[src/keypadPkg.sv]
// ====================================================================
// Shared types for the 4x4 keypad scanner
// ====================================================================
package keypadPkg;

    // Digit slots gathered into one frame
    localparam NUM_DIGITS = 4;

    // One hexadecimal key value from the legend
    typedef logic [3:0] keyDigit_t;

    // Column index, 0 is the leftmost column
    typedef logic [1:0] colIdx_t;

    // Active-low keypad lines
    // Line k sits in bit (3-k), so line 0 is the MSB
    typedef logic [3:0] lineVec_t;

    // ================================================================
    // Inter-block payloads
    // ================================================================

    // Row-sample instant from the column scanner
    typedef struct packed {
        logic    strobe;   // One-cycle pulse at the settling point
        colIdx_t colIdx;   // Column driven low at that instant
    } sampleStrobe_t;

    // Decoded key, one-cycle pulse
    typedef struct packed {
        logic      valid;
        keyDigit_t digit;
    } keyEvent_t;

    // Four digits in capture order
    // Slot 0 is the first digit captured
    typedef keyDigit_t [NUM_DIGITS-1:0] digitFrame_t;

    // ================================================================
    // Collector FSM
    // ================================================================

    // FILL takes keys into the slots
    // HOLD offers the finished frame and drops incoming keys
    typedef enum logic {
        COLLECT_FILL = 1'b0,
        COLLECT_HOLD = 1'b1
    } collectState_t;

endpackage

[src/columnScanner.sv]
// ====================================================================
// Column scanner
// Drives one column low per slot and marks the row-sample point
// ====================================================================
module columnScanner
    import keypadPkg::*;
#(
    parameter int COLUMN_PERIOD = 100000,  // Cycles per column slot
    parameter int SETTLE_CYCLES = 8        // Column change to row sample
) (
    input  logic          clk,
    input  logic          i_reset,
    output lineVec_t      o_col,
    output sampleStrobe_t o_sample
);

    localparam int CNT_W = $clog2(COLUMN_PERIOD);

    localparam logic [CNT_W-1:0] LAST_CNT   = CNT_W'(COLUMN_PERIOD - 1);
    localparam logic [CNT_W-1:0] SAMPLE_CNT = CNT_W'(SETTLE_CYCLES);

    logic [CNT_W-1:0] periodCnt;
    colIdx_t          colIdx;
    lineVec_t         colReg;
    colIdx_t          nextCol;

    // Active-low one-hot pattern, line k in bit (3-k)
    function automatic lineVec_t colPattern(input colIdx_t col);
        lineVec_t pattern;
        pattern = ~(lineVec_t'(4'b1000) >> col);
        return pattern;
    endfunction

    assign nextCol = colIdx + 2'd1;  // Wraps 3 -> 0

    // ================================================================
    // Slot timer
    // ================================================================
    // Reset parks the counter at the end of column 3 so that the very
    // next cycle opens slot 0 with column 0 driven low
    always_ff @(posedge clk) begin
        if (i_reset) begin
            periodCnt <= LAST_CNT;
            colIdx    <= 2'd3;
            colReg    <= 4'b1111;  // All columns released
        end else if (periodCnt == LAST_CNT) begin
            periodCnt <= '0;
            colIdx    <= nextCol;
            colReg    <= colPattern(nextCol);
        end else begin
            periodCnt <= periodCnt + 1'b1;
        end
    end

    assign o_col = colReg;

    // Sample strobe, rows have had SETTLE_CYCLES to follow the column
    assign o_sample.strobe = (periodCnt == SAMPLE_CNT);
    assign o_sample.colIdx = colIdx;

endmodule

[src/keyDecoder.sv]
// ====================================================================
// Key decoder
// Checks the row sample and maps (row, column) onto the legend
// ====================================================================
module keyDecoder
    import keypadPkg::*;
(
    input  logic          clk,
    input  logic          i_reset,
    input  sampleStrobe_t i_sample,
    input  lineVec_t      i_row,
    output keyEvent_t     o_key
);

    // Legend indexed [column][row]
    localparam keyDigit_t LEGEND [4][4] = '{
        '{4'h1, 4'h4, 4'h7, 4'h0},  // Column 0
        '{4'h2, 4'h5, 4'h8, 4'hF},  // Column 1
        '{4'h3, 4'h6, 4'h9, 4'hE},  // Column 2
        '{4'hA, 4'hB, 4'hC, 4'hD}   // Column 3
    };

    logic       oneRowLow;
    logic [1:0] rowIdx;
    logic       keyValid;
    keyDigit_t  keyDigit;

    // ================================================================
    // Row check
    // ================================================================
    // Only a single low row is a key; none or several is rejected
    always_comb begin
        oneRowLow = 1'b1;
        rowIdx    = 2'd0;
        case (i_row)
            4'b0111: rowIdx = 2'd0;
            4'b1011: rowIdx = 2'd1;
            4'b1101: rowIdx = 2'd2;
            4'b1110: rowIdx = 2'd3;
            default: oneRowLow = 1'b0;
        endcase
    end

    // ================================================================
    // Event register
    // ================================================================
    always_ff @(posedge clk) begin
        if (i_reset) begin
            keyValid <= 1'b0;
        end else begin
            keyValid <= i_sample.strobe & oneRowLow;
        end
    end

    // Digit payload, only meaningful alongside keyValid
    always_ff @(posedge clk) begin
        if (i_sample.strobe) begin
            keyDigit <= LEGEND[i_sample.colIdx][rowIdx];
        end
    end

    assign o_key.valid = keyValid;
    assign o_key.digit = keyDigit;

endmodule

[src/digitCollector.sv]
// ====================================================================
// Digit collector
// Fills the frame slots in order and offers the full frame
// ====================================================================
module digitCollector
    import keypadPkg::*;
(
    input  logic        clk,
    input  logic        i_reset,
    input  keyEvent_t   i_key,
    input  logic        i_busy,
    output digitFrame_t o_frame,
    output logic        o_valid
);

    localparam int PTR_W = $clog2(NUM_DIGITS);

    localparam logic [PTR_W-1:0] LAST_SLOT = PTR_W'(NUM_DIGITS - 1);

    collectState_t    state;
    logic [PTR_W-1:0] slotPtr;
    digitFrame_t      frameReg;
    logic             keyTaken;
    logic             transfer;

    // Keys only count while filling
    assign keyTaken = (state == COLLECT_FILL) && i_key.valid;

    // Transmitter takes the frame in the first non-busy cycle
    assign transfer = (state == COLLECT_HOLD) && !i_busy;

    // ================================================================
    // Control FSM
    // ================================================================
    always_ff @(posedge clk) begin
        if (i_reset) begin
            state   <= COLLECT_FILL;
            slotPtr <= '0;
        end else begin
            case (state)
                COLLECT_FILL: begin
                    if (keyTaken) begin
                        if (slotPtr == LAST_SLOT) begin
                            state   <= COLLECT_HOLD;  // Frame complete
                            slotPtr <= '0;
                        end else begin
                            slotPtr <= slotPtr + 1'b1;
                        end
                    end
                end
                COLLECT_HOLD: begin
                    // Incoming keys are dropped here
                    if (transfer) begin
                        state   <= COLLECT_FILL;
                        slotPtr <= '0;
                    end
                end
                default: begin
                    state   <= COLLECT_FILL;
                    slotPtr <= '0;
                end
            endcase
        end
    end

    // ================================================================
    // Frame slots
    // ================================================================
    // Slots are written only in FILL, so the frame stays frozen in HOLD
    always_ff @(posedge clk) begin
        if (keyTaken) begin
            frameReg[slotPtr] <= i_key.digit;
        end
    end

    assign o_frame = frameReg;
    assign o_valid = (state == COLLECT_HOLD);  // Held until transfer

endmodule

[src/keypadTop.sv]
// ====================================================================
// Keypad scanner top level
// Column scan -> key decode -> frame collection
// ====================================================================
module keypadTop
    import keypadPkg::*;
#(
    parameter int COLUMN_PERIOD = 100000,
    parameter int SETTLE_CYCLES = 8
) (
    input  logic        clk,
    input  logic        i_reset,
    input  lineVec_t    i_row,   // Keypad rows, active low
    input  logic        i_busy,  // Transmitter back-pressure
    output lineVec_t    o_col,   // Keypad columns, active low
    output digitFrame_t o_frame,
    output logic        o_valid
);

    sampleStrobe_t sample;
    keyEvent_t     keyEvent;

    // ================================================================
    // Column timing
    // ================================================================
    columnScanner #(
        .COLUMN_PERIOD (COLUMN_PERIOD),
        .SETTLE_CYCLES (SETTLE_CYCLES)
    ) uScanner (
        .clk      (clk),
        .i_reset  (i_reset),
        .o_col    (o_col),
        .o_sample (sample)
    );

    // ================================================================
    // Row decode
    // ================================================================
    keyDecoder uDecoder (
        .clk      (clk),
        .i_reset  (i_reset),
        .i_sample (sample),
        .i_row    (i_row),
        .o_key    (keyEvent)
    );

    // ================================================================
    // Frame assembly and handshake
    // ================================================================
    digitCollector uCollector (
        .clk     (clk),
        .i_reset (i_reset),
        .i_key   (keyEvent),
        .i_busy  (i_busy),
        .o_frame (o_frame),
        .o_valid (o_valid)
    );

endmodule

[config.mk]
export PLATFORM = sky130hd
export DESIGN_NAME = keypadTop
export DESIGN_NICKNAME = d
export VERILOG_FILES = /design/src/keypadPkg.sv /design/src/columnScanner.sv /design/src/keyDecoder.sv /design/src/digitCollector.sv /design/src/keypadTop.sv
export SDC_FILE = /design/constraint.sdc
export NUM_CORES = 1
export LEC_CHECK = 0
export BUFFER_PORTS_ARGS = -buffer_cell sky130_fd_sc_hd__clkbuf_2
export CORE_ASPECT_RATIO = 1.75
export CORE_UTILIZATION = 48
export DETAILED_ROUTE_END_ITERATION = 16
export PLACE_DENSITY_LB_ADDON = 0.25
export SYNTH_ARGS = -nofsm -noshare
export SYNTH_HDL_FRONTEND = slang
export SYNTH_SLANG_ARGS = --single-unit
[constraint.sdc]
create_clock -name clk -period 2.2 [get_ports clk]
set_input_delay 0.44 -clock clk [delete_from_list [all_inputs] [get_ports clk]]
set_output_delay 0.44 -clock clk [all_outputs]
set_load 0.005 [all_outputs]
==> results.md, run 1 <==
* Outcome: finished clean
* DP Wirelength at 2920 µm
* Register area share after synthesis at between 50% and 60%
* Fill cells at 411
* Routed WL at roughly 4000 µm
* Chip height at 91.3 µm
* Reg-to-reg critical path startpoint: uScanner.periodCnt[0]$_SDFF_PP1_
* Share of layout cells above drive strength 1 at between 15 and 20%
* Final Skew at approximately 7 ps
* RR Endpoint: uScanner.o_col[0]$_SDFFE_PP1N_
* Final Util at 56.5%
* Worst min path class: input pin to register
* Max IR drop VDD at 0.000709 V
* DRC at 0
* Synth top area share at 27.4%
* Reg2reg path depth at 6
* Largest net degree at the start of global routing at 34
* Drt wl/cell at 14.2 µm
* Ant diodes at 0
* Hold path cells at 3
* GRT Util Overall at 18.9%
* Cells after Synth at 204
* Worst Path Max Fanout at 12
* Worst Setup SP: uScanner.periodCnt[0]$_SDFF_PP1_
* Syn Nets at 223
* WP buf/inv at 1
* Global-route wire length before repair at 6760 µm
* Placer Congestion at 0.871
* H-tree levels at 2
* Die ar. at around 4800 µm²
* Die width at 53.1 µm
* 1st-iter DRT viols at 31
* Post-Syn Area per Cell at 10.7 µm²
* Busiest metal layer after global routing: met2
* Synth Cell Area at about 2200 µm²
* Design Area, Final at approximately 2500 µm²
* Measured slew at the worst slew-check pin at approximately 610 ps
* Static leakage at 0.000997 µW
* DR vias at 1552
* IO Port Bufs at 27
* Num rows at 32
* Max incr delay on CP at 400 ps
* Bufs on Longest Clock Path at 2
* Crit path time final at roughly 1700 ps
* Synth Warn # at 0
* Final Setup Violations at 0
* M1 GR Usage at between 10% and 20%
* Startpoint types: register
* Max frequency at 587 MHz
* Cts-stage hold buffer count at 0
* Unique masters post-synth at 38
* Pwr/cell area at 1040 nW/µm²
* Hold Startpoint: i_busy
* Top Ports at 28
* Most frequent cells in the layout: 27 x clkbuf_2, 27 x dfxtp_1, 20 x edfxtp_1
* Dpl ws at between 300 and 400 ps
* CP cell instances: ha_1, and4_1, nand2_2, nor4_4, buf_4, mux2i_1
* Root Driver: clkbuf_8
* GR Overflow Total at 0
* Resize count post-CTS at 0
* Post-CTS setup repair buffer count at 0
* Initial antenna violation count at 0
* Family with the most delay on the worst path: simple AND/OR/NAND/NOR gates
* Critical path's slowest cell: dfxtp_1
* Antenna violation net count after detailed routing at 0
* Worst setup margin at 496 ps
* Final Hold Fails at 0
* Initial Util at 49.7%
* Area after DPL at 2350 µm²
* Worst Setup End Kind: register
* Slew HR at 59.5%
* Levels on crit path at 6
* Area grow syn2layout at 13.6%
* Post-synth top area cell: edfxtp_1
* Crit path DAT at 1930 ps
* CTS Sinks at 47
* Register bit total from synthesis at between 40 and 50
* Slew Limit Fails at 0
* R2r setup slk at ~500 ps
* 1st-pass router iterations at 4
* Clock slew at reported path FFs at 90 ps
* Drt via density at 5.48
* Met3 usage at between 3 and 4%
* Hold Path End: uCollector.o_valid$_SDFF_PP0_
* Vias in the first global route at around 1500
* Kind of critical path: register to register
* Tot Pwr at 2570 µW
* Fin crit share at 77.4%
* Worst-Skew Late Latency at 300 ps
* Final setup TNS at 0 ps
* Max-Cap Viols at 0
* Data required, critical path at between 2000 and 2500 ps
* NumNets Final at 250
* TritonCTS clock tree: built
* Met2 usage at between 30% and 40%
* CORE AREA at 4400 µm²
* RSZ-0062 raised after global routing: false
* Top post-synthesis cells by area: edfxtp_1 27%, dfxtp_1 25%, ha_1 6.9%, xnor2_1 4.0%, o21bai_1 3.1%
* TritonCTS Buffers at 5
==> synth_stat cells <==
cell type,number
a211oi_1,1
a21o_1,1
a21oi_1,5
a22oi_1,2
a31oi_1,2
and2_1,4
and3_1,1
and4_1,3
buf_2,2
buf_4,2
buf_6,1
clkbuf_1,4
clkbuf_2,1
dfxtp_1,27
edfxtp_1,20
ha_1,12
inv_1,8
mux2_2,1
mux2i_1,6
nand2_1,11
nand2_2,1
nand2b_1,4
nand3_1,3
nand4_1,9
nor2_1,17
nor2b_1,5
nor3_1,10
nor3b_1,1
nor4_1,5
nor4_4,1
nor4b_1,1
o21a_1,1
o21ai_0,4
o21bai_1,9
o31ai_1,1
or3_1,1
xnor2_1,10
xor2_1,7
==> worst min-delay path: cells and delay by family <==
kind,cells,cell delay [ps]
buffers and inverters,1,80
and+or+nand+nor,1,70
AOI/OAI and AO/OA,1,60
==> sequential cells by signal, indices dropped and copies added (netlist names) <==
signal	cells
uDecoder.keyValid	1
uScanner.periodCnt	17
uCollector.o_valid	1
uDecoder.keyDigit	4
uScanner.o_col	4
uScanner.colIdx	2
uCollector.slotPtr	2
uCollector.o_frame	16
==> area by class of cell <==
| class | count | area (µm²) | area share, % |
|---|---|---|---|
| Multi-Input combinational cell | 139 | 962 | 38.7 |
| Timing Repair Buffer | 30 | 158 | 6.34 |
| Tap cell | 51 | 63.8 | 2.57 |
| Clock inverter | 2 | 60.1 | 2.41 |
| Clock buffer | 6 | 72.6 | 2.92 |
| Inverter | 8 | 30.0 | 1.21 |
| Sequential cell | 47 | 1140 | 45.9 |
==> how the worst max path moves through the flow <==
stage | to | slack (ps)
4_1_cts | uScanner.o_col[0]$_SDFFE_PP1N_ | 480
5_1_grt | uScanner.o_col[0]$_SDFFE_PP1N_ | 320
3_3_place_gp | uDecoder.keyDigit[1]$_DFFE_PN_ | 400
2_1_floorplan | uDecoder.keyDigit[1]$_DFFE_PN_ | 430
6_report | uScanner.o_col[0]$_SDFFE_PP1N_ | 500
3_5_place_dp | uDecoder.keyDigit[1]$_DFFE_PN_ | 360
==> stage by stage <==
stage | cells | hold WS, ps
final | 283 | 386
after global routing | 283 | 413
after CTS | 283 | 385
after detailed placement | 275 | 496
after global placement | 275 | 483
after floorplan | 204 | 459
==> where the power goes <==
part | switching (µW) | total, µW | internal (µW)
clock network | 280 | 734 | 454
registers | 154 | 1170 | 1020
logic | 369 | 667 | 299
total | 802 | 2570 | 1770
==> cell families after synthesis <==
family / after synthesis / synth area share, %
AOI/OAI and AO/OA: 26 / 7.77
xor gates and xnor gates: 17 / 6.80
adders and majority gates: 12 / 6.86
buffers and inverters: 18 / 3.94
DFF: 47 / 52.1
muxes: 7 / 3.26
and+or+nand+nor: 77 / 19.3
==> routing by layer <==
metal  routed length (µm)  part of all wire [%]  vias up
li1                     -                     -      772
met1                 1460                    36      735
met2                 2300                    57       32
met3                  111                   2.8       13
met4                  144                   3.6        0
met5                    0                     0        -
Power figures use the tool's default switching activity.
==> inputs of run 2 (changes only) <==
==> constraint.sdc (replaced) <==
create_clock -name clk -period 1.75 [get_ports clk]
set_input_delay 0.35 -clock clk [delete_from_list [all_inputs] [get_ports clk]]
set_output_delay 0.35 -clock clk [all_outputs]
set_load 0.005 [all_outputs]
==> results.md, run 2 (synthesis gave the netlist of run 1 again) <==
* Outcome: finished clean
* GR Overflow Total at 0
* Area of the multi-input gates at 965 µm²
* Worst-Skew Late Latency at around 300 ps
* Slew HR at 61.0%
* Kind of critical path: register to register
* 1st-pass router iterations at 6
* Worst min path class: input pin to register
* Largest Register: uScanner.periodCnt
* Most frequent cells in the layout: 27 x clkbuf_2, 27 x dfxtp_1, 20 x edfxtp_1
* Ant diodes at 0
* Fin crit share at 93.5%
* Max-Cap Viols at 0
* Initial antenna violation count at 0
* Reg2reg path depth at 6
* CTS Sinks at 47
* H-tree levels at 2
* Data required, critical path at slightly below 2000 ps
* Crit path time final at 1640 ps
* WL met1 at 1440 µm
* Clock slew at reported path FFs at roughly 90 ps
* Die ar. at 4850 µm²
* Drt via density at 5.42
* Dpl cells at 281
* Vias in the first global route at ~1500
* Routed wl met2 at 2410 µm
* NumNets Final at 256
* Highest routed layer: met4
* Crit path DAT at 1860 ps
* GRT Util Overall at approximately a fifth
* TritonCTS Buffers at 5
* Max frequency at 611 MHz
* Chip height at 91.3 µm
* Worst setup margin at approximately 110 ps
* Root Driver: clkbuf_8
* Drt wl/cell at 14.2 µm
* WL met3 at 104 µm
* Final Setup Violations at 0
* Post-CTS setup repair buffer count at 0
* DP Wirelength at 3020 µm
* TritonCTS clock tree: built
* Worst Setup End Kind: register
* IO Port Bufs at 27
* RSZ-0062 raised after global routing: false
* Hold path cells at 3
* Slew Limit Fails at 0
* DRC at 0
* Area grow syn2layout at 13.9%
* Top Ports at 28
* Max reg flops at 17
* CORE AREA at between 4000 and 5000 µm²
* 1st-iter DRT viols at 32
* Final Skew at 5.14 ps
* DR vias at around 1600
* Largest net degree at the start of global routing at 34
* Antenna violation net count after detailed routing at 0
* Final Hold Fails at 0
* Global-route wire length before repair at 6970 µm
* Die width at approximately 53 µm
* Share of layout cells above drive strength 1 at 20.2%
* Max IR drop VDD at between 0.001 and 0.0015 V
* Worst Path Max Fanout at 10
* Non-Filler Instances at 289
* Startpoint types: register
* Bufs on Longest Clock Path at 2
* Routed WL at 4090 µm
* Placer Congestion at 0.794
* Num rows at 32
* Static leakage at 0.00100 µW
* Fill cells at 416
* Measured slew at the worst slew-check pin at a little under 600 ps
* Pwr/cell area at 1210 nW/µm²
* Initial Util at 49.7%
* Final setup TNS at 0 ps
* Register area at 1140 µm²
* Dpl ws at 111 ps
==> run 2: worst paths after layout <==
path | from | to | slack (ps)
max reg2reg | uScanner.periodCnt[0]$_SDFF_PP1_ | uScanner.o_col[2]$_SDFFE_PP1N_ | 110
max | uScanner.periodCnt[0]$_SDFF_PP1_ | uScanner.o_col[2]$_SDFFE_PP1N_ | 110
min | i_busy | uCollector.o_valid$_SDFF_PP0_ | 290
min reg2reg | uCollector.o_valid$_SDFF_PP0_ | uCollector.o_valid$_SDFF_PP0_ | 510
==> run 2: where the power goes <==
part	internal [µW]	switching (µW)	total (µW)
Clock	278	366	644
Sequential	1280	166	1450
Combinational	410	512	923
==> run 2: final cells by class <==
cell class	instances	area share (%)
timing repair buffer	36	8.27
sequential	47	45.7
clock buffer	5	2.76
multi-input combinational	139	38.7
tap	51	2.56
clock inverter	3	0.802
inverter	8	1.20
==> run 2: metal layers <==
layer / up-vias / track usage [%]
li1: 783 / -
met1: 738 / 19.3
met2: 35 / 37.1
met3: 11 / 3.52
met4: 0 / 10.1
met5: - / 0
==> run 2: timing repair <==
action / in CTS / in global routing
gates resized for setup: 0 / 2
hold buffers: 0 / 0
endpoints found under the setup margin: 0 / 10
==> run 2: metrics by stage <==
stage	utilization (%)	hold slack [ps]	cell area (µm²)	total power (µW)
global placement	54.5	479	2400	2370
finish	56.6	293	2490	3020
floorplan	-	459	2190	2160
global route	56.6	307	2490	3200
detailed placement	54.5	491	2400	2370
CTS	56.5	288	2490	3020
==> run 2: worst max-delay path, cell delays in order (launching register included) <==
cell,delay (ps)
dfxtp_1,390
ha_1,220
and4_1,240
nand2_2,80
nor4_4,250
buf_6,200
mux2i_1,190
==> inputs of run 3 (changes only) <==
--- a/config.mk
+++ b/config.mk
@@ -5,7 +5,7 @@
 export SDC_FILE = /design/constraint.sdc
 export NUM_CORES = 1
 export LEC_CHECK = 0
-export BUFFER_PORTS_ARGS = -buffer_cell sky130_fd_sc_hd__clkbuf_2
+export BUFFER_PORTS_ARGS = -buffer_cell sky130_fd_sc_hd__buf_2
 export CORE_ASPECT_RATIO = 1.75
 export CORE_UTILIZATION = 48
 export DETAILED_ROUTE_END_ITERATION = 16
==> results.md, run 3 (synthesis gave the netlist of run 1 again) <==
* Crit path time final at ~1600 ps
* Register area at about 1100 µm²
* Area after DPL at 2390 µm²
* DR vias at 1524
* 1st-pass router iterations at 7
* Share of layout cells above drive strength 1 at 19.8%
* Top Ports at 28
* Final Hold Fails at 0
* Max-Cap Viols at 0
* CTS Sinks at 47
* Num rows at 32
* Clock slew at reported path FFs at ~90 ps
* Startpoint types: register
* Worst Setup End Kind: register
* Vias in the first global route at roughly 1500
* Root Driver: clkbuf_8
* Max IR drop VDD at ~0.0012 V
* Chip height at 91.3 µm
* Bufs on Longest Clock Path at 2
* Max incr delay on CP at ~360 ps
* Initial Util at 49.7%
* NumNets Final at 255
* DRC at 0
* Critical path's slowest cell: dfxtp_1
* Area of the multi-input gates at between 900 and 1000 µm²
* Ant diodes at 0
* Area grow syn2layout at 13.5%
* Dpl cells at 280
* Final Util at 56.4%
* Measured slew at the worst slew-check pin at 521 ps
* Cts-stage hold buffer count at 0
* RSZ-0062 raised after global routing: false
* Initial antenna violation count at 0
* Outcome: finished clean
* Worst-Skew Late Latency at 290 ps
* CORE AREA at 4400 µm²
* Crit path DAT at 1820 ps
* Max frequency at 626 MHz
* Pwr/cell area at 1210 nW/µm²
* Antenna violation net count after detailed routing at 0
* Max reg flops at 17
* Slew HR at 65.3%
* H-tree levels at 2
* GRT Util Overall at about 20%
* Final Skew at 4.44 ps
* Commonest non-fill, non-tap cell in the layout: buf_2
* Final setup TNS at 0 ps
* Global-route wire length before repair at 7000 µm
* Worst min path class: input pin to register
* Kind of critical path: register to register
* Routed WL at between 4000 and 5000 µm
* TritonCTS Buffers at 5
* DP Wirelength at 3030 µm
* Static leakage at 0.000988 µW
* Die width at 53.1 µm
* TritonCTS clock tree: built
* Final Setup Violations at 0
* Fin crit share at 91.3%
* Worst Path Max Fanout at 7
* Fill cells at 430
* Die ar. at around 4800 µm²
* Largest net degree at the start of global routing at 34
* 1st-iter DRT viols at 32
* GR Overflow Total at 0
* Design Area, Final at ~2500 µm²
* Most frequent cells in the layout: 27 x buf_2, 26 x dfxtp_1, 20 x edfxtp_1
* Dpl ws at 49.0 ps
* Drt wl/cell at 14.0 µm
* Worst setup margin at 153 ps
* Largest Register: uScanner.periodCnt
* Non-Filler Instances at 288
* Slew Limit Fails at 0
* Placer Congestion at 0.816
* IO Port Bufs at 27
* CP cell instances: nor4_1, nand2_1, nor4_4, buf_6, mux2i_1
* Data required, critical path at 1970 ps
* Drt via density at about 5.3
-- run 3: cell type report --
cell class | count | share of cell area [%]
inverter | 8 | 1.21
clock buffer | 6 | 2.92
clock inverter | 2 | 0.504
tap | 51 | 2.57
multi-input combinational | 139 | 38.8
timing repair buffer | 35 | 8.01
sequential | 47 | 46.0
-- run 3: repair_timing --
action | in CTS | in global routing
setup buffers | 0 | 0
resized for setup | 0 | 3
setup endpoints to repair | 0 | 10
-- run 3: final timing paths --
kind / depth (start not counted) / startpoint / slack (ps) / end
worst max register to register: 5 / uScanner.periodCnt[12]$_SDFF_PP0_ / 150 / uScanner.o_col[2]$_SDFFE_PP1N_
worst min-delay path: 3 / i_busy / 320 / uCollector.o_valid$_SDFF_PP0_
worst max-delay path: 5 / uScanner.periodCnt[12]$_SDFF_PP0_ / 150 / uScanner.o_col[2]$_SDFFE_PP1N_
worst min register to register: 1 / uScanner.periodCnt[0]$_SDFF_PP1_ / 470 / uScanner.periodCnt[0]$_SDFF_PP1_
-- run 3: per-layer routing --
layer / share of wire, % / global-route usage (%)
met4: 2.6 / 7.02
met5: 0 / 0
met2: 59 / 37.1
met3: 2.3 / 3.52
met1: 37 / 19.9
-- run 3: where the power goes --
group / total (µW) / switching, µW / internal [µW]
Sequential: 1450 / 166 / 1280
Clock: 627 / 348 / 280
Combinational: 942 / 516 / 426
Total: 3020 / 1030 / 1990
-- run 3: worst max-delay path: cells and delay by family, from the launching register on --
family	cells	cell delay (ps)
and+or+nand+nor	3	790
DFF	1	360
buffers and inverters	1	200
muxes	1	190
-- run 3: stage by stage --
stage	total power [µW]	hold slack, ps
3_3_place_gp	2390	478
4_1_cts	3040	320
3_5_place_dp	2400	496
6_report	3020	323
5_1_grt	3230	341
2_1_floorplan	2160	459
